## src/wfd_settings.svh

```systemverilog
`ifndef WFD_SETTINGS_SVH
`define WFD_SETTINGS_SVH

// channel count and field widths
`define WFD_NUM_CHAN    5           // digitizer channels fed by chan_trigs
`define WFD_WB_ADDR_W   4           // register bus word address
`define WFD_WB_DATA_W   32
`define WFD_LEN_W       8           // payload length field, 0 allowed
`define WFD_EVT_NUM_W   24          // event number, wraps
`define WFD_DAQ_W       64          // daq link word

// pending events, keep a power of two
`define WFD_QUEUE_DEPTH 4

// register word addresses
`define WFD_REG_CTRL    4'h0        // enable mask, r/w
`define WFD_REG_LENGTH  4'h1        // payload length, r/w
`define WFD_REG_TRIGGER 4'h2        // software trigger, write only
`define WFD_REG_COUNT   4'h3        // accepted events, read only
`define WFD_REG_DROPS   4'h4        // dropped triggers, read only

// markers in the top byte of header and trailer
`define WFD_HDR_MARK    8'hA5
`define WFD_TRL_MARK    8'h5A

`endif
```

## src/wfd_daq_pkg.sv

```systemverilog
`include "wfd_settings.svh"

// event and daq link types
package wfd_daq_pkg;

    typedef logic [`WFD_NUM_CHAN-1:0]  chan_mask_t;  // one bit per channel
    typedef logic [`WFD_LEN_W-1:0]     evt_len_t;    // payload words per event
    typedef logic [`WFD_EVT_NUM_W-1:0] evt_num_t;    // running event number
    typedef logic [`WFD_DAQ_W-1:0]     daq_word_t;   // one word on the link

    // builder fsm
    // header, payload and trailer each hold their word until the link allows it
    typedef enum logic [1:0] {
        ST_IDLE,     // waiting for a queued event
        ST_HEADER,   // marker, mask, length, number
        ST_PAYLOAD,  // length words of fake data
        ST_TRAILER   // marker, number, checksum
    } builder_state_t;

endpackage

```

## src/wfd_bus_pkg.sv

```systemverilog
`include "wfd_settings.svh"

// register bus types
package wfd_bus_pkg;

    // word address on the wishbone side
    typedef logic [`WFD_WB_ADDR_W-1:0] wb_addr_t;

    // read and write data, also used for wide status counters
    typedef logic [`WFD_WB_DATA_W-1:0] wb_data_t;

endpackage

```

## src/wfd_top.sv

```systemverilog
`timescale 1ns/10ps

module wfd_top
    import wfd_bus_pkg::*;
    import wfd_daq_pkg::*;
(
    input  logic       clk125,
    input  logic       arst_n,
    // host register bus
    input  logic       wb_cyc,
    input  logic       wb_stb,
    input  logic       wb_we,
    input  wb_addr_t   wb_adr,
    input  wb_data_t   wb_wdata,
    output wb_data_t   wb_rdata,
    output logic       wb_ack,
    // digitizer channel triggers
    output chan_mask_t chan_trigs,
    // daq link
    output logic       daq_valid,
    output logic       daq_header,
    output logic       daq_trailer,
    output daq_word_t  daq_data,
    input  logic       daq_ready,
    input  logic       daq_almost_full
);

    logic       trig_req;
    chan_mask_t en_mask;
    evt_len_t   evt_len;
    evt_num_t   evt_count;
    wb_data_t   drop_count;
    logic       q_valid;
    evt_num_t   q_num;
    chan_mask_t q_mask;
    evt_len_t   q_len;
    logic       q_pop;

    // host registers
    wfd_ctrl_regs u_ctrl_regs (
        .clk125(clk125), .arst_n(arst_n),
        .wb_cyc(wb_cyc), .wb_stb(wb_stb), .wb_we(wb_we),
        .wb_adr(wb_adr), .wb_wdata(wb_wdata),
        .wb_rdata(wb_rdata), .wb_ack(wb_ack),
        .trig_req(trig_req), .en_mask(en_mask), .evt_len(evt_len),
        .evt_count(evt_count), .drop_count(drop_count)
    );

    // trigger acceptance and pending events
    trigger_queue u_trigger_queue (
        .clk125(clk125), .arst_n(arst_n),
        .trig_req(trig_req), .en_mask(en_mask), .evt_len(evt_len),
        .chan_trigs(chan_trigs),
        .evt_count(evt_count), .drop_count(drop_count),
        .q_valid(q_valid), .q_num(q_num), .q_mask(q_mask), .q_len(q_len),
        .q_pop(q_pop)
    );

    // formatting onto the daq link
    event_builder u_event_builder (
        .clk125(clk125), .arst_n(arst_n),
        .q_valid(q_valid), .q_num(q_num), .q_mask(q_mask), .q_len(q_len),
        .q_pop(q_pop),
        .daq_valid(daq_valid), .daq_header(daq_header), .daq_trailer(daq_trailer),
        .daq_data(daq_data),
        .daq_ready(daq_ready), .daq_almost_full(daq_almost_full)
    );

endmodule

```

## src/event_builder.sv

```systemverilog
`timescale 1ns/10ps
`include "wfd_settings.svh"

module event_builder
    import wfd_daq_pkg::*;
(
    input  logic       clk125,
    input  logic       arst_n,
    // queue side
    input  logic       q_valid,
    input  evt_num_t   q_num,
    input  chan_mask_t q_mask,
    input  evt_len_t   q_len,
    output logic       q_pop,
    // daq link
    output logic       daq_valid,
    output logic       daq_header,
    output logic       daq_trailer,
    output daq_word_t  daq_data,
    input  logic       daq_ready,
    input  logic       daq_almost_full
);

    builder_state_t state;
    logic           link_ok;   // link status from the previous cycle
    evt_len_t       word_idx;  // payload word being offered
    evt_num_t       ev_num;    // event taken from the queue
    chan_mask_t     ev_mask;
    evt_len_t       ev_len;
    logic [31:0]    csum;      // running xor over payload halves
    logic [31:0]    pay_hi;
    logic [31:0]    pay_lo;
    logic           emit;      // a word goes out this cycle

    assign q_pop = (state == ST_IDLE) && q_valid;

    assign pay_hi = 32'(ev_num);
    assign pay_lo = 32'(word_idx);
    assign emit   = (state != ST_IDLE) && link_ok;

    // word on the link, held while stalled
    always_comb begin
        case (state)
            ST_HEADER:  daq_data = {`WFD_HDR_MARK, 8'(ev_mask), ev_len, 16'h0000, ev_num};
            ST_PAYLOAD: daq_data = {pay_hi, pay_lo};
            ST_TRAILER: daq_data = {`WFD_TRL_MARK, ev_num, csum};
            default:    daq_data = '0;
        endcase
    end

    assign daq_valid   = emit;
    assign daq_header  = emit && (state == ST_HEADER);
    assign daq_trailer = emit && (state == ST_TRAILER);

    always_ff @(posedge clk125 or negedge arst_n) begin
        if (!arst_n) begin
            state    <= ST_IDLE;
            link_ok  <= 1'b0;
            word_idx <= '0;
        end else begin
            link_ok <= daq_ready && !daq_almost_full;   // registered, so valid lags status by one
            case (state)
                ST_IDLE: begin
                    word_idx <= '0;
                    if (q_valid) begin
                        state <= ST_HEADER;
                    end
                end
                ST_HEADER: begin
                    if (link_ok) begin
                        state <= (ev_len == '0) ? ST_TRAILER : ST_PAYLOAD;   // empty event
                    end
                end
                ST_PAYLOAD: begin
                    if (link_ok) begin
                        word_idx <= word_idx + 1'b1;
                        if (word_idx == ev_len - 1'b1) begin
                            state <= ST_TRAILER;
                        end
                    end
                end
                ST_TRAILER: begin
                    if (link_ok) begin
                        state <= ST_IDLE;
                    end
                end
                default: state <= ST_IDLE;
            endcase
        end
    end

    // event fields and checksum
    always_ff @(posedge clk125) begin
        if (q_pop) begin
            ev_num  <= q_num;
            ev_mask <= q_mask;
            ev_len  <= q_len;
            csum    <= '0;   // stays zero for a zero length event
        end else if (emit && (state == ST_PAYLOAD)) begin
            csum <= csum ^ pay_hi ^ pay_lo;
        end
    end

endmodule

```

## src/trigger_queue.sv

```systemverilog
`timescale 1ns/10ps
`include "wfd_settings.svh"

module trigger_queue
    import wfd_bus_pkg::*;
    import wfd_daq_pkg::*;
(
    input  logic       clk125,
    input  logic       arst_n,
    // request from the register block
    input  logic       trig_req,
    input  chan_mask_t en_mask,
    input  evt_len_t   evt_len,
    // one cycle pulse to each enabled channel
    output chan_mask_t chan_trigs,
    // status counters
    output evt_num_t   evt_count,
    output wb_data_t   drop_count,
    // oldest pending event
    output logic       q_valid,
    output evt_num_t   q_num,
    output chan_mask_t q_mask,
    output evt_len_t   q_len,
    input  logic       q_pop
);

    localparam int PTR_W = $clog2(`WFD_QUEUE_DEPTH);

    // event storage, one entry per pending trigger
    evt_num_t   num_mem  [`WFD_QUEUE_DEPTH];
    chan_mask_t mask_mem [`WFD_QUEUE_DEPTH];
    evt_len_t   len_mem  [`WFD_QUEUE_DEPTH];

    logic [PTR_W:0] wr_ptr;   // extra msb tells full from empty
    logic [PTR_W:0] rd_ptr;
    logic           q_full;
    logic           q_empty;
    logic           mask_on;
    logic           accept;
    logic           drop;
    logic           pop;

    assign q_empty = (wr_ptr == rd_ptr);
    assign q_full  = (wr_ptr[PTR_W] != rd_ptr[PTR_W]) &&
                     (wr_ptr[PTR_W-1:0] == rd_ptr[PTR_W-1:0]);

    // zero mask means no channel would fire, so the trigger is ignored outright
    assign mask_on = (en_mask != '0);
    assign accept  = trig_req && mask_on && !q_full;
    assign drop    = trig_req && mask_on && q_full;   // a pop in the same cycle does not help
    assign pop     = q_valid && q_pop;

    assign q_valid = !q_empty;
    assign q_num   = num_mem[rd_ptr[PTR_W-1:0]];
    assign q_mask  = mask_mem[rd_ptr[PTR_W-1:0]];
    assign q_len   = len_mem[rd_ptr[PTR_W-1:0]];

    always_ff @(posedge clk125 or negedge arst_n) begin
        if (!arst_n) begin
            chan_trigs <= '0;
            evt_count  <= '0;
            drop_count <= '0;
            wr_ptr     <= '0;
            rd_ptr     <= '0;
        end else begin
            chan_trigs <= accept ? en_mask : '0;   // fan out, cycle after the ack
            if (accept) begin
                evt_count <= evt_count + 1'b1;   // wraps with the event number
                wr_ptr    <= wr_ptr + 1'b1;
            end
            if (drop) begin
                drop_count <= drop_count + 1'b1;
            end
            if (pop) begin
                rd_ptr <= rd_ptr + 1'b1;
            end
        end
    end

    // snapshot of mask and length, numbered by the running count
    always_ff @(posedge clk125) begin
        if (accept) begin
            num_mem[wr_ptr[PTR_W-1:0]]  <= evt_count;
            mask_mem[wr_ptr[PTR_W-1:0]] <= en_mask;
            len_mem[wr_ptr[PTR_W-1:0]]  <= evt_len;
        end
    end

endmodule

```

## src/wfd_ctrl_regs.sv

```systemverilog
`timescale 1ns/10ps
`include "wfd_settings.svh"

module wfd_ctrl_regs
    import wfd_bus_pkg::*;
    import wfd_daq_pkg::*;
(
    input  logic       clk125,
    input  logic       arst_n,
    // wishbone classic slave
    input  logic       wb_cyc,
    input  logic       wb_stb,
    input  logic       wb_we,
    input  wb_addr_t   wb_adr,
    input  wb_data_t   wb_wdata,
    output wb_data_t   wb_rdata,
    output logic       wb_ack,
    // towards trigger_queue
    output logic       trig_req,
    output chan_mask_t en_mask,
    output evt_len_t   evt_len,
    // status back from trigger_queue
    input  evt_num_t   evt_count,
    input  wb_data_t   drop_count
);

    logic     bus_req;   // first cycle of a strobe, ack not yet given
    logic     wr_en;
    logic     rd_en;
    wb_data_t rd_mux;

    // ack drops out after one cycle even if the master holds stb
    assign bus_req = wb_cyc && wb_stb && !wb_ack;
    assign wr_en   = bus_req && wb_we;
    assign rd_en   = bus_req && !wb_we;

    // read decode, trigger and unmapped words give zero
    always_comb begin
        case (wb_adr)
            `WFD_REG_CTRL:   rd_mux = wb_data_t'(en_mask);
            `WFD_REG_LENGTH: rd_mux = wb_data_t'(evt_len);
            `WFD_REG_COUNT:  rd_mux = wb_data_t'(evt_count);   // zero extended
            `WFD_REG_DROPS:  rd_mux = drop_count;
            default:         rd_mux = '0;
        endcase
    end

    // control registers and handshake
    always_ff @(posedge clk125 or negedge arst_n) begin
        if (!arst_n) begin
            wb_ack   <= 1'b0;
            trig_req <= 1'b0;
            en_mask  <= '0;
            evt_len  <= '0;
        end else begin
            wb_ack   <= bus_req;   // one cycle after strobe seen
            trig_req <= wr_en && (wb_adr == `WFD_REG_TRIGGER);   // pulses with the ack
            if (wr_en) begin
                case (wb_adr)
                    `WFD_REG_CTRL:   en_mask <= wb_wdata[`WFD_NUM_CHAN-1:0];
                    `WFD_REG_LENGTH: evt_len <= wb_wdata[`WFD_LEN_W-1:0];
                    default: ;   // read only and unmapped words ignore writes
                endcase
            end
        end
    end

    // read data captured on the edge that raises ack
    always_ff @(posedge clk125) begin
        if (rd_en) begin
            wb_rdata <= rd_mux;
        end else if (wr_en) begin
            wb_rdata <= '0;   // nothing meaningful on a write ack
        end
    end

endmodule

```

## config.mk

```make
export PLATFORM = sky130hd
export DESIGN_NAME = wfd_top
export DESIGN_NICKNAME = d
export VERILOG_FILES = /design/src/wfd_daq_pkg.sv /design/src/wfd_bus_pkg.sv /design/src/wfd_top.sv /design/src/event_builder.sv /design/src/trigger_queue.sv /design/src/wfd_ctrl_regs.sv
export VERILOG_INCLUDE_DIRS = /design/src /design/src/src
export SDC_FILE = /design/constraint.sdc
export NUM_CORES = 1
export LEC_CHECK = 0
export BUFFER_PORTS_ARGS = -buffer_cell sky130_fd_sc_hd__buf_2
export CELL_PAD_IN_SITES_DETAIL_PLACEMENT = 0
export CELL_PAD_IN_SITES_GLOBAL_PLACEMENT = 2
export CORE_ASPECT_RATIO = 0.75
export CORE_MARGIN = 2
export CORE_UTILIZATION = 38
export DETAILED_ROUTE_END_ITERATION = 8
export GPL_ROUTABILITY_DRIVEN = 0
export HOLD_SLACK_MARGIN = 0.06
export PLACE_DENSITY = 0.88
export RECOVER_POWER = 25
export SLEW_MARGIN = 15
export SYNTH_ARGS = -nofsm -noshare
export SYNTH_HDL_FRONTEND = slang
export SYNTH_SLANG_ARGS = --single-unit
```

## constraint.sdc

```tcl
create_clock -name clk125 -period 3 [get_ports clk125]
set_input_delay 0.6 -clock clk125 [delete_from_list [all_inputs] [get_ports clk125]]
set_output_delay 0.6 -clock clk125 [all_outputs]
set_load 0.01 [all_outputs]
```

==> key figures <==
Worst setup path
  • Slowest CP cell: dfrtp_2
  • Setup CP Type: flop to primary output
  • CP max FO: 43
  • Crit path largest cell delay: 460 ps
  • CP Data Required Time: roughly 2400 ps
  • Crit end category: primary output
  • Worst path cell trace: inv_1 > ha_1 > buf_4 > a22oi_1 > nor2_1 > buf_2
  • CP startpoint kind: flop
  • Critical path arrival: approximately 2300 ps
  • Worst r2r path cells: 6

Timing
  • Final worst-path cycle share: 0.949
  • Final Setup Violations: 0
  • Fin Setup TNS: 0 ps
  • Minimum clock period: 2850 ps
  • PnR worst setup slack: 153 ps
  • Slew @ Worst Pin: 1130 ps
  • Final Hold Violating Endpoints: 0
  • Setup Skew: 12.0 ps
  • Slew margin rel.: 0.247
  • Fmax: 0.351 GHz
  • RSZ-0062 raised after global routing: no
  • Final max-slew violation count: 0

Floorplan
  • Starting Density: 0.388
  • Die Wd: 225 um
  • I/O pin cnt: between 100 and 150
  • Die area: 38400 um2
  • CORE AREA: 36000 um2
  • Num rows: 60
  • Die height: roughly 170 um

Clock tree
  • Clk sinks: 334
  • Clock Path Buffers: 3
  • Reg clk slew, reported paths: 60 ps
  • Clock buffer count from CTS: 31
  • H-tree depth: 1
  • Root Buffer: clkbuf_16
  • Insertion delay to the later sink of the worst-skew pair: roughly 570 ps
  • Postcts setup bufs: 0
  • CTS tree: done

Route
  • DRT Pass-1 Iters: 5
  • WL final: 30100 um
  • Post-route ant nets: 0
  • Drt drc: 0
  • Vias per cell: 5.17
  • First DRT Iteration DRCs: 837
  • Routed via count: 8097
  • Drt wl/cell: 19.3 um

Layout
  • Multi-input gate area: between 4000 and 5000 um2
  • # diodes: 0
  • Area Growth Syn to Fin: 15.4%
  • Storage cell area: a little over 9000 um2
  • Layout Nets: 1132
  • Filler cell count: 3221
  • Share of post-route cells with drive strength above 1: 0.245

Yosys
  • Seq/Total Area, Yosys: 0.667
  • Flops & latches, synth: roughly 330
  • Cells after Synth: around 960
  • Commonest cells in the netlist: edfxtp_1 (217), nor2_1 (101), dfrtp_1 (93)
  • Post-Synthesis Cell Area: 14000 um2
  • Post-synthesis cell type with the largest combined area: edfxtp_1
  • Synth Flop Type: edfxtp_1
  • Most frequent cell after synthesis: edfxtp_1
  • Share of the synthesized area in the top cell type: 0.466
  • Largest cells by area after synthesis: edfxtp_1 (47%), dfrtp_1 (17%), mux4_2 (6.0%)
  • Post-Syn Area per Cell: 14.6 um2
  • Yosys warns: 0
  • Post-synth EDFFs: 217
  • Asr flop ratio synth: 0.278
  • Library cells used by synthesis: 62

Global route
  • Vias in the first global route: around 8000
  • Pin count of the biggest net entering global routing: 53
  • Antenna violations before repair: 0
  • Gr usage total: 0.160
  • Global-route wire length before repair: 47300 um
  • Grt total ovfl: 0

Min path
  • Worst Hold Class: input port to flop
  • Hold Crit Depth: 2

Pwr
  • P_leak: 6.27 nW
  • Total power: 0.0132 W
  • Worst VDD drop: 0.000598 V
  • Cell Pwr Density: 817 nW/um2

Placement
  • Setup Slack @ Placement: ~530 ps
  • HPWL Detailed: 19800 um
  • PortBufs: 115

Status
  • Status: completed

Job
  • Maximum Capacitance Violations: 0
-- path summary, 6_finish.rpt --
check | from | end | slack [ps]
max | u_event_builder.state[1] | daq_data[51] | 150
min | daq_almost_full | u_event_builder.link_ok | 180
max reg2reg | u_ctrl_regs.en_mask[2] | u_trigger_queue.wr_ptr[2] | 520
min reg2reg | u_trigger_queue.drop_count[31] | u_trigger_queue.drop_count[31] | 470
max in group asynchronous | arst_n | u_event_builder.state[1] | 1330
min in group asynchronous | arst_n | u_trigger_queue.drop_count[31] | 770
-- placed cells by master, fill, tap and decap left out, types with 3 or more instances in the layout --
cell type,Yosys,final
a21oi_1,10,10
a222oi_1,16,16
a22oi_1,45,45
and2_1,29,28
and3_1,15,15
and4_1,3,3
buf_2,9,114
buf_4,14,21
bufinv_16,0,3
clkbuf_1,28,4
clkbuf_16,0,31
clkinv_2,0,5
clkinv_4,0,5
clkinvlp_4,0,5
conb_1,1,8
dfrtp_1,93,91
dfxtp_1,24,24
edfxtp_1,217,217
ha_1,14,12
inv_1,11,11
mux2_2,18,18
mux4_2,37,37
nand2_1,62,62
nand3_1,26,26
nand4_1,11,11
nor2_1,101,101
nor2b_1,4,4
nor3_1,5,5
nor4b_4,2,3
o21ai_0,4,4
xnor2_1,50,50
xor2_1,58,58
-- stage by stage --
stage | hold WS (ps) | std cells | util | instance area, um2
after floorplan | 304 | 964 | - | 14000
after global placement | 455 | 1506 | 0.419 | 15100
after detailed placement | 463 | 1506 | 0.419 | 15100
after CTS | 157 | 1565 | 0.448 | 16100
after global routing | 161 | 1565 | 0.448 | 16100
final | 180 | 1565 | 0.448 | 16100
-- registers in the layout, indices dropped and copies added, names as in the netlist, 5 cells and up --
name / cells
u_event_builder.ev_len: 8
u_ctrl_regs.en_mask: 5
u_event_builder.ev_mask: 5
u_trigger_queue.num_mem: 96
u_event_builder.ev_num: 24
u_ctrl_regs.wb_rdata: 32
u_event_builder.word_idx: 8
u_trigger_queue.drop_count: 32
u_event_builder.csum: 24
u_trigger_queue.evt_count: 24
u_trigger_queue.mask_mem: 20
u_trigger_queue.chan_trigs: 5
u_trigger_queue.len_mem: 32
u_ctrl_regs.evt_len: 8
-- layout make-up --
| type | count | area share |
|---|---|---|
| clock buffers | 36 | 0.0499 |
| flip-flops and latches | 334 | 0.578 |
| inverters | 11 | 0.00256 |
| well taps | 465 | 0.0361 |
| multi-input cells | 558 | 0.271 |
| clock inverters | 22 | 0.0137 |
| repair buffers | 139 | 0.0485 |
-- cell families (layout without fill, tap and decap cells) --
group,Yosys count,in the layout,share of synthesized area
xor+xnor,108,108,0.0677
fa+ha+maj,14,14,0.0125
mux,55,55,0.0741
simple gates,284,284,0.105
flops,334,334,0.667
compound gates,89,89,0.0497
buf+inv,72,208,0.0240
other cells,1,8,0.000268
-- worst max-delay path, delay by kind of cell (launching register included) --
kind | cells | cell delay (ps)
AND/OR/NAND/NOR | 1 | 190
adder cells (fa/ha/maj) | 1 | 170
flip-flops | 1 | 460
buffers and inverters | 3 | 700
AO/OA/AOI/OAI | 1 | 150
-- per-layer routing --
metal  GRT usage  wire length [um]
met1       0.257             15300
met2       0.224             12500
met3      0.0302              1880
met4      0.0297               436
met5           0                 0
-- repair_timing --
item / CTS / global route
hold buffers: 1 / 0
resized for setup: 2 / 1
setup endpoints to repair: 24 / 26
endpoints found under the hold margin: 42 / 0
-- report_power, final --
part | switching [W] | internal (W)
clock network | 0.00175 | 0.00220
logic | 0.00192 | 0.00136
registers | 0.000466 | 0.00549
total | 0.00413 | 0.00905
Note: power is estimated with default switching activity, not from simulation.
